### config.mk
export PLATFORM = sky130hd
export DESIGN_NAME = rv_core
export DESIGN_NICKNAME = d
export VERILOG_FILES = /design/src/design/rv_pkg.sv /design/src/design/pc_gen.sv /design/src/design/inst_decoder.sv /design/src/design/register_file.sv /design/src/design/execute_unit.sv /design/src/design/rv_core.sv
export VERILOG_INCLUDE_DIRS = /design/src /design/src/design
export SDC_FILE = /design/constraint.sdc
export NUM_CORES = 2
export LEC_CHECK = 0
export ABC_CLOCK_PERIOD_IN_PS = 14500
export CAP_MARGIN = 10
export CORE_ASPECT_RATIO = 1.75
export CORE_UTILIZATION = 40
export CTS_CLUSTER_DIAMETER = 60
export DETAILED_ROUTE_END_ITERATION = 10
export DONT_BUFFER_PORTS = 1
export HOLD_SLACK_MARGIN = 0.06
export SLEW_MARGIN = 20
export SYNTH_ARGS = -nofsm -noshare
export SYNTH_HDL_FRONTEND = slang
export SYNTH_SLANG_ARGS = --single-unit
### constraint.sdc
create_clock -name clk -period 14.5 [get_ports clk]
set_clock_uncertainty 0.2 [all_clocks]
set_input_delay 2.9 -clock clk [delete_from_list [all_inputs] [get_ports clk]]
set_output_delay 2.9 -clock clk [all_outputs]
set_load 0.05 [all_outputs]
### src/design/rv_consts.svh
`ifndef RV_CONSTS_SVH
`define RV_CONSTS_SVH

// datapath and pc width
`define RV_XLEN 64
// instruction word width
`define RV_ILEN 32
// register index width
`define RV_REG_ID_W 5
// number of architectural registers
`define RV_NUM_REGS 32

// first fetch address after reset
`define RV_RESET_PC 64'h0000_0000_8000_0000
// sequential pc increment
`define RV_PC_STEP 64'd4

// major opcodes
`define RV_OPC_OP 7'b0110011
`define RV_OPC_OP_IMM 7'b0010011
`define RV_OPC_LUI 7'b0110111
`define RV_OPC_AUIPC 7'b0010111
`define RV_OPC_SYSTEM 7'b1110011

// funct fields for add/sub/addi
`define RV_F3_ADD_SUB 3'b000
`define RV_F7_ADD 7'b0000000
`define RV_F7_SUB 7'b0100000

// whole ebreak word, no operand bits
`define RV_EBREAK 32'h0010_0073

`endif

### src/design/rv_pkg.sv
`include "rv_consts.svh"

package rv_pkg;

  // r-type view: register-register ops
  typedef struct packed {
    logic [6:0]                  funct7;
    logic [`RV_REG_ID_W-1:0]     rs2;
    logic [`RV_REG_ID_W-1:0]     rs1;
    logic [2:0]                  funct3;
    logic [`RV_REG_ID_W-1:0]     rd;
    logic [6:0]                  opcode;
  } r_fmt_t;

  // i-type view: 12-bit immediate in the top bits
  typedef struct packed {
    logic [11:0]                 imm12;
    logic [`RV_REG_ID_W-1:0]     rs1;
    logic [2:0]                  funct3;
    logic [`RV_REG_ID_W-1:0]     rd;
    logic [6:0]                  opcode;
  } i_fmt_t;

  // u-type view: upper 20 bits of a 32-bit constant
  typedef struct packed {
    logic [19:0]                 imm20;
    logic [`RV_REG_ID_W-1:0]     rd;
    logic [6:0]                  opcode;
  } u_fmt_t;

  // one instruction word, read through whichever format the opcode says
  typedef union packed {
    r_fmt_t r;
    i_fmt_t i;
    u_fmt_t u;
  } inst_t;

  // alu operations needed by add/sub/addi/lui/auipc
  typedef enum logic [1:0] {
    alu_add    = 2'd0,
    alu_sub    = 2'd1,
    alu_pass_b = 2'd2
  } alu_op_e;

  // everything execute needs from one decoded word
  typedef struct packed {
    logic [`RV_REG_ID_W-1:0]     rd;
    logic [`RV_REG_ID_W-1:0]     rs1;
    logic [`RV_REG_ID_W-1:0]     rs2;
    logic [`RV_XLEN-1:0]         imm;
    alu_op_e                     alu_op;
    // operand 2 from imm instead of rs2
    logic                        use_imm;
    // operand 1 from pc instead of rs1
    logic                        use_pc;
    logic                        reg_write;
    logic                        is_ebreak;
    logic                        illegal;
  } decode_t;

  // write-back request, also seen at the top as the commit port
  typedef struct packed {
    logic                        valid;
    logic [`RV_REG_ID_W-1:0]     rd;
    logic [`RV_XLEN-1:0]         data;
  } commit_t;

endpackage

### src/design/pc_gen.sv
`timescale 1ns/1ps

`include "rv_consts.svh"

module pc_gen (
  input  logic                clk,
  input  logic                reset,
  input  logic                is_ebreak,
  output logic [`RV_XLEN-1:0] current_pc,
  output logic [`RV_XLEN-1:0] next_pc,
  output logic                halted
);

  // pc freezes on the ebreak itself and every cycle after
  logic hold_pc;

  assign hold_pc = halted || is_ebreak;

  // sequential fetch only, no branches or jumps
  always_comb begin
    if (hold_pc) begin
      next_pc = current_pc;
    end else begin
      next_pc = current_pc + `RV_PC_STEP;
    end
  end

  // pc register
  always_ff @(posedge clk) begin
    if (reset) begin
      current_pc <= `RV_RESET_PC;
    end else begin
      current_pc <= next_pc;
    end
  end

  // halt latch, only reset clears it
  always_ff @(posedge clk) begin
    if (reset) begin
      halted <= 1'b0;
    end else if (is_ebreak) begin
      halted <= 1'b1;
    end
  end

  // reset pc and +4 steps keep the pc word aligned
  pc_aligned_a: assert property (
    @(posedge clk) disable iff (reset) current_pc[1:0] == 2'b00
  );

endmodule

### src/design/inst_decoder.sv
`timescale 1ns/1ps

`include "rv_consts.svh"

module inst_decoder (
  input  rv_pkg::inst_t   inst,
  output rv_pkg::decode_t dec
);

  // sign-extended immediates for both immediate formats
  logic [`RV_XLEN-1:0] imm_i;
  logic [`RV_XLEN-1:0] imm_u;

  // i-type: 12 bits, sign from bit 31
  assign imm_i = {{(`RV_XLEN-12){inst.i.imm12[11]}}, inst.i.imm12};

  // u-type: imm20 in bits 31:12, low 12 zero, then sign-extend to 64
  assign imm_u = {{(`RV_XLEN-32){inst.u.imm20[19]}}, inst.u.imm20, 12'b0};

  always_comb begin
    // register fields sit at the same place in every format
    dec           = '0;
    dec.rd        = inst.r.rd;
    dec.rs1       = inst.r.rs1;
    dec.rs2       = inst.r.rs2;
    dec.alu_op    = rv_pkg::alu_add;
    // assume illegal until a pattern matches
    dec.illegal   = 1'b1;

    case (inst.r.opcode)
      // add / sub
      `RV_OPC_OP: begin
        if (inst.r.funct3 == `RV_F3_ADD_SUB) begin
          if (inst.r.funct7 == `RV_F7_ADD) begin
            dec.alu_op    = rv_pkg::alu_add;
            dec.reg_write = 1'b1;
            dec.illegal   = 1'b0;
          end else if (inst.r.funct7 == `RV_F7_SUB) begin
            dec.alu_op    = rv_pkg::alu_sub;
            dec.reg_write = 1'b1;
            dec.illegal   = 1'b0;
          end
        end
      end

      // addi only, other op-imm functs are not supported
      `RV_OPC_OP_IMM: begin
        if (inst.i.funct3 == `RV_F3_ADD_SUB) begin
          dec.imm       = imm_i;
          dec.use_imm   = 1'b1;
          dec.alu_op    = rv_pkg::alu_add;
          dec.reg_write = 1'b1;
          dec.illegal   = 1'b0;
        end
      end

      // lui passes the shifted immediate straight through
      `RV_OPC_LUI: begin
        dec.imm       = imm_u;
        dec.use_imm   = 1'b1;
        dec.alu_op    = rv_pkg::alu_pass_b;
        dec.reg_write = 1'b1;
        dec.illegal   = 1'b0;
      end

      // auipc: pc + shifted immediate
      `RV_OPC_AUIPC: begin
        dec.imm       = imm_u;
        dec.use_imm   = 1'b1;
        dec.use_pc    = 1'b1;
        dec.alu_op    = rv_pkg::alu_add;
        dec.reg_write = 1'b1;
        dec.illegal   = 1'b0;
      end

      // system space: only the exact ebreak word is accepted
      `RV_OPC_SYSTEM: begin
        if (inst == `RV_EBREAK) begin
          dec.is_ebreak = 1'b1;
          dec.illegal   = 1'b0;
        end
      end

      // unknown opcode, illegal stays set and nothing is written
      default: begin
        dec.reg_write = 1'b0;
      end
    endcase
  end

endmodule

### src/design/register_file.sv
`timescale 1ns/1ps

`include "rv_consts.svh"

module register_file (
  input  logic                    clk,
  input  logic                    reset,
  input  logic [`RV_REG_ID_W-1:0] rs1,
  input  logic [`RV_REG_ID_W-1:0] rs2,
  input  rv_pkg::commit_t         wb,
  output logic [`RV_XLEN-1:0]     rdata_1,
  output logic [`RV_XLEN-1:0]     rdata_2
);

  // x1..x31, x0 has no storage
  logic [`RV_XLEN-1:0] regs [1:`RV_NUM_REGS-1];

  // write on the edge, reset clears every register
  always_ff @(posedge clk) begin
    if (reset) begin
      for (int i = 1; i < `RV_NUM_REGS; i++) begin
        regs[i] <= '0;
      end
    end else if (wb.valid && (wb.rd != '0)) begin
      regs[wb.rd] <= wb.data;
    end
  end

  // combinational reads, no bypass
  // same-cycle write to the read index shows the old value
  always_comb begin
    if (rs1 == '0) begin
      rdata_1 = '0;
    end else begin
      rdata_1 = regs[rs1];
    end
  end

  always_comb begin
    if (rs2 == '0) begin
      rdata_2 = '0;
    end else begin
      rdata_2 = regs[rs2];
    end
  end

  // execute never requests a write to x0
  x0_stays_zero_a: assert property (
    @(posedge clk) disable iff (reset)
    (wb.rd == '0) |-> !wb.valid
  );

endmodule

### src/design/execute_unit.sv
`timescale 1ns/1ps

`include "rv_consts.svh"

module execute_unit (
  input  logic                reset,
  input  rv_pkg::decode_t     dec,
  input  logic [`RV_XLEN-1:0] rdata_1,
  input  logic [`RV_XLEN-1:0] rdata_2,
  input  logic [`RV_XLEN-1:0] current_pc,
  input  logic                halted,
  output rv_pkg::commit_t     wb
);

  logic [`RV_XLEN-1:0] operand_1;
  logic [`RV_XLEN-1:0] operand_2;
  logic [`RV_XLEN-1:0] result;

  // pc for auipc, otherwise rs1
  assign operand_1 = dec.use_pc ? current_pc : rdata_1;
  // immediate or rs2
  assign operand_2 = dec.use_imm ? dec.imm : rdata_2;

  // 64-bit wraparound arithmetic
  always_comb begin
    case (dec.alu_op)
      rv_pkg::alu_sub:    result = operand_1 - operand_2;
      rv_pkg::alu_pass_b: result = operand_2;
      default:            result = operand_1 + operand_2;
    endcase
  end

  // no commit in reset, after halt, or for x0
  assign wb.valid = dec.reg_write && !halted && !reset && (dec.rd != '0);
  assign wb.rd    = dec.rd;
  assign wb.data  = result;

endmodule

### src/design/rv_core.sv
`timescale 1ns/1ps

`include "rv_consts.svh"

module rv_core (
  input  logic                clk,
  input  logic                reset,
  input  rv_pkg::inst_t       inst,
  output logic [`RV_XLEN-1:0] current_pc,
  output logic [`RV_XLEN-1:0] next_pc,
  output rv_pkg::commit_t     commit,
  output logic                illegal,
  output logic                halted
);

  // decode result, shared by regfile and execute
  rv_pkg::decode_t     dec;

  // register read data
  logic [`RV_XLEN-1:0] rdata_1;
  logic [`RV_XLEN-1:0] rdata_2;

  // write-back request from execute
  rv_pkg::commit_t     wb;

  // pc register and halt latch
  pc_gen u_pc_gen (
    .clk        ( clk           ),
    .reset      ( reset         ),
    .is_ebreak  ( dec.is_ebreak ),
    .current_pc ( current_pc    ),
    .next_pc    ( next_pc       ),
    .halted     ( halted        )
  );

  // same-cycle decode of the presented word
  inst_decoder u_inst_decoder (
    .inst ( inst ),
    .dec  ( dec  )
  );

  // read in this cycle, write back on the next edge
  register_file u_register_file (
    .clk     ( clk     ),
    .reset   ( reset   ),
    .rs1     ( dec.rs1 ),
    .rs2     ( dec.rs2 ),
    .wb      ( wb      ),
    .rdata_1 ( rdata_1 ),
    .rdata_2 ( rdata_2 )
  );

  // alu and write-enable gating
  execute_unit u_execute_unit (
    .reset      ( reset      ),
    .dec        ( dec        ),
    .rdata_1    ( rdata_1    ),
    .rdata_2    ( rdata_2    ),
    .current_pc ( current_pc ),
    .halted     ( halted     ),
    .wb         ( wb         )
  );

  // write-back is visible at the boundary in the same cycle
  assign commit  = wb;
  assign illegal = dec.illegal;

  // ebreak must shut off write-back from the very next cycle on
  no_commit_after_ebreak_a: assert property (
    @(posedge clk) disable iff (reset) dec.is_ebreak |=> !commit.valid
  );

endmodule

==> load_flow_metrics.sql <==
INSERT INTO impl_metrics (metric_group, metric, value, unit) VALUES
('cts', 'clockRootBuffer', 'sky130_fd_sc_hd__clkbuf_16', ''),
('layout', 'layout.cells.most_common_list', 'sky130_fd_sc_hd__nor2_1, sky130_fd_sc_hd__edfxtp_1, sky130_fd_sc_hd__mux4_2', ''),
('job', 'cap_viol_max_count', '0', ''),
('critical_path', 'critical_path_peak_fanout', '597', ''),
('cts', 'h_tree_lvls', '4', ''),
('synthesis', 'synth-edff-count', '2048', ''),
('floorplanning', 'num_io_pins', '234', ''),
('global_routing', 'grt_pass1_wl', '702000', 'um'),
('place', 'pre_cts_slack', '182', 'ps'),
('routing', 'wire_per_inst', '42.9', 'um'),
('power', 'max-vdd-ir-drop', '0.154', 'mV'),
('routing', 'dr_total_vias', '85550', ''),
('critical_path', 'worst-endpoint-arrival', '11650', 'ps'),
('critical_path', 'timing.critical_path.mode_cell', 'sky130_fd_sc_hd__buf_4', ''),
('synthesis', 'number_of_register_bits_inferred_by_synthesis', '2111', ''),
('cts', 'ctsHoldBuffers', '0', ''),
('synthesis', 'yosysUniqueCellTypes', '100', ''),
('routing', 'detailedRoute.firstIterationViolations', '13250', ''),
('synthesis', 'synth_cell_area', '0.114', 'mm2'),
('power', 'p_per_area', '135', 'mW/mm2'),
('critical_path', 'rr_startpoint', 'u_register_file.regs[24][0]', ''),
('place', 'portBuffers', '0', ''),
('place', 'routabilityCongestion', '1.03', ''),
('status', 'failed_checks', 'slew limit, setup timing', ''),
('layout', 'nNetsFinal', '8427', ''),
('sta', 'setup_viol', '2', ''),
('floorplanning', 'num_rows', '259', ''),
('global_routing', 'antenna_violations_before_repair', '30', ''),
('routing', 'postRouteAntennaNets', '0', ''),
('synthesis', 'netlist_instances', '8552', ''),
('layout', 'finalInstanceArea', '0.126', 'mm2'),
('cts', 'clock_sinks', '2111', ''),
('synthesis', 'yosysWarnings', '0', ''),
('floorplanning', 'die_area', '0.288', 'mm2'),
('critical_path', 'worst-endpoint-required', '11400', 'ps'),
('cts', 'cts-buffers-inserted', '206', ''),
('global_routing', 'vias_in_the_first_global_route', '84084', ''),
('floorplanning', 'initial_utilization', '40.2', '%'),
('synthesis', 'yosysSeqAreaShare', '55.0', '%'),
('sta', 'final_min_period_over_clock_period', '102', '%'),
('routing', 'first_drt_pass_iteration_count', '6', ''),
('synthesis', 'postSynth.asyncResetShare', '0', '%'),
('floorplanning', 'die_width', '406', 'um'),
('layout', 'most_common_cell_after_layout_fill_and_taps_aside', 'sky130_fd_sc_hd__nor2_1', ''),
('global_routing', 'global_route.usage.total', '36.0', '%'),
('sta', 'finalHoldWorstSlack', '750', 'ps'),
('worst_hold_path', 'min-delay-start', 'u_pc_gen.current_pc[12]', ''),
('sta', 'setup_tns', '-371', 'ps'),
('sta', 'worst_slew_margin_rel', '-37.8', '%'),
('critical_path', 'r2r-end', 'u_register_file.regs[29][63]', ''),
('global_routing', 'grt_start_max_net_pins', '601', ''),
('cts', 'clock_latency', '950', 'ps'),
('worst_hold_path', 'hp-class', 'reg2reg', ''),
('layout', 'finalCoreUtilization', '44.5', '%'),
('layout', 'share_of_post_route_cells_with_drive_strength_above_1', '22.9', '%'),
('sta', 'fin_ws', '-254', 'ps'),
('cts', 'clkTransAtPathRegs', '60', 'ps'),
('synthesis', 'synthFlopType', 'sky130_fd_sc_hd__edfxtp_1', ''),
('critical_path', 'rr_worst_depth', '28', ''),
('status', 'outcome', 'finished, violations left', ''),
('routing', 'vias_per_cell', '6.95', ''),
('sta', 'slew_violations', '343', ''),
('critical_path', 'worstSetupEndpoint', 'commit[63]', ''),
('sta', 'final_period_minus_worst_setup_slack', '14750', 'ps'),
('cts', 'clock_path_buffers', '4', ''),
('critical_path', 'startpoint', 'inst[21]', ''),
('synthesis', 'syn_area_per_cell', '13.4', 'um2'),
('cts', 'tritoncts', 'built', ''),
('sta', 'max_clock_freq', '67.8', 'MHz'),
('sta', 'tightest_slew', '2070', 'ps'),
('layout', 'areaGrowthSynthToFinish', '10.8', '%');
[where the power goes]
part           switching [uW]  leakage, uW  internal [uW]  total [uW]
logic                    3060       0.0218           1120        4190
clock network            2530      0.00339           3240        5770
registers                 145       0.0216           6960        7100
[kinds of logic after synthesis]
group / Yosys count / share of synthesized area [%]
and+or+nand+nor: 2854 / 10.7
DFF: 2111 / 55.0
muxes: 1379 / 22.4
buffers and inverters: 995 / 4.09
AOI/OAI and AO/OA: 979 / 5.87
xor gates and xnor gates: 167 / 1.28
adders and majority gates: 66 / 0.730
other: 1 / 0.00328
[final cells by class]
| class | count | area (um2) |
|---|---|---|
| sequential | 2111 | 62800 |
| tap | 3784 | 4730 |
| timing repair buffer | 390 | 3430 |
| inverter | 105 | 395 |
| clock buffer | 244 | 5370 |
| clock inverter | 128 | 1550 |
| antenna | 26 | 65.1 |
| multi-input combinational | 5513 | 48200 |
| fill | 25488 | 158000 |
[how the worst min path moves through the flow]
stage | slack, ps | endpoint
global placement | 740 | u_pc_gen.current_pc[12]
global route | 770 | u_pc_gen.current_pc[12]
CTS | 750 | u_pc_gen.current_pc[12]
detailed placement | 740 | u_pc_gen.current_pc[12]
finish | 750 | u_pc_gen.current_pc[12]
floorplan | 720 | u_pc_gen.halted
[state kept, by name, indices dropped and copies added (netlist names)]
name and flops:
u_pc_gen.halted 1, u_pc_gen.current_pc 62, u_register_file.regs 2048
[cells in the mapped netlist, types with 35 or more instances]
cell | count | area, um2
sky130_fd_sc_hd__edfxtp_1 | 2048 | 61500
sky130_fd_sc_hd__mux4_2 | 903 | 20300
sky130_fd_sc_hd__o31ai_1 | 45 | 338
sky130_fd_sc_hd__mux2i_1 | 346 | 3460
sky130_fd_sc_hd__nor2_1 | 2059 | 7730
sky130_fd_sc_hd__clkbuf_1 | 524 | 1970
sky130_fd_sc_hd__buf_1 | 125 | 469
sky130_fd_sc_hd__a22o_1 | 61 | 534
sky130_fd_sc_hd__dfxtp_1 | 63 | 1260
sky130_fd_sc_hd__xor2_1 | 70 | 613
sky130_fd_sc_hd__inv_1 | 101 | 379
sky130_fd_sc_hd__a22oi_1 | 75 | 563
sky130_fd_sc_hd__o21ai_0 | 108 | 541
sky130_fd_sc_hd__a21o_1 | 35 | 263
sky130_fd_sc_hd__mux2_2 | 110 | 1240
sky130_fd_sc_hd__nand2b_1 | 65 | 407
sky130_fd_sc_hd__o22ai_1 | 125 | 782
sky130_fd_sc_hd__xnor2_1 | 97 | 850
sky130_fd_sc_hd__and3_1 | 46 | 288
sky130_fd_sc_hd__a221oi_1 | 59 | 517
sky130_fd_sc_hd__buf_2 | 130 | 651
sky130_fd_sc_hd__a21oi_1 | 223 | 1120
sky130_fd_sc_hd__buf_4 | 45 | 338
sky130_fd_sc_hd__o221ai_1 | 51 | 447
sky130_fd_sc_hd__ha_1 | 65 | 813
sky130_fd_sc_hd__nand2_1 | 309 | 1160
sky130_fd_sc_hd__nor2b_1 | 76 | 475
sky130_fd_sc_hd__buf_6 | 42 | 473
sky130_fd_sc_hd__nand3_1 | 62 | 310
[per-layer routing]
layer | vias up | track usage (%) | wire, um
li1 | 32072 | - | -
met1 | 43652 | 39.0 | 160000
met2 | 7376 | 56.3 | 242000
met3 | 2422 | 9.23 | 61300
met4 | 28 | 36.3 | 64700
met5 | - | 0 | 185
[repair_timing]
action,4_1_cts,5_1_grt
gates resized for setup,0,5
setup endpoints to repair,0,19
setup buffers,0,1
[worst max-delay path, delay by kind of cell]
family | cells | cell delay, ps
and+or+nand+nor | 10 | 2570
AOI/OAI and AO/OA | 10 | 3310
adders and majority gates | 1 | 220
xor gates and xnor gates | 1 | 100
muxes | 1 | 810
buffers and inverters | 4 | 870
[metrics by stage]
| stage | cells | power [uW] |
|---|---|---|
| after CTS | 12257 | 16800 |
| after detailed placement | 11885 | 11200 |
| final | 12301 | 17100 |
| after floorplan | 8619 | 9750 |
| after global placement | 11884 | 11100 |
| after global routing | 12280 | 17400 |
Power figures use the tool's default switching activity.
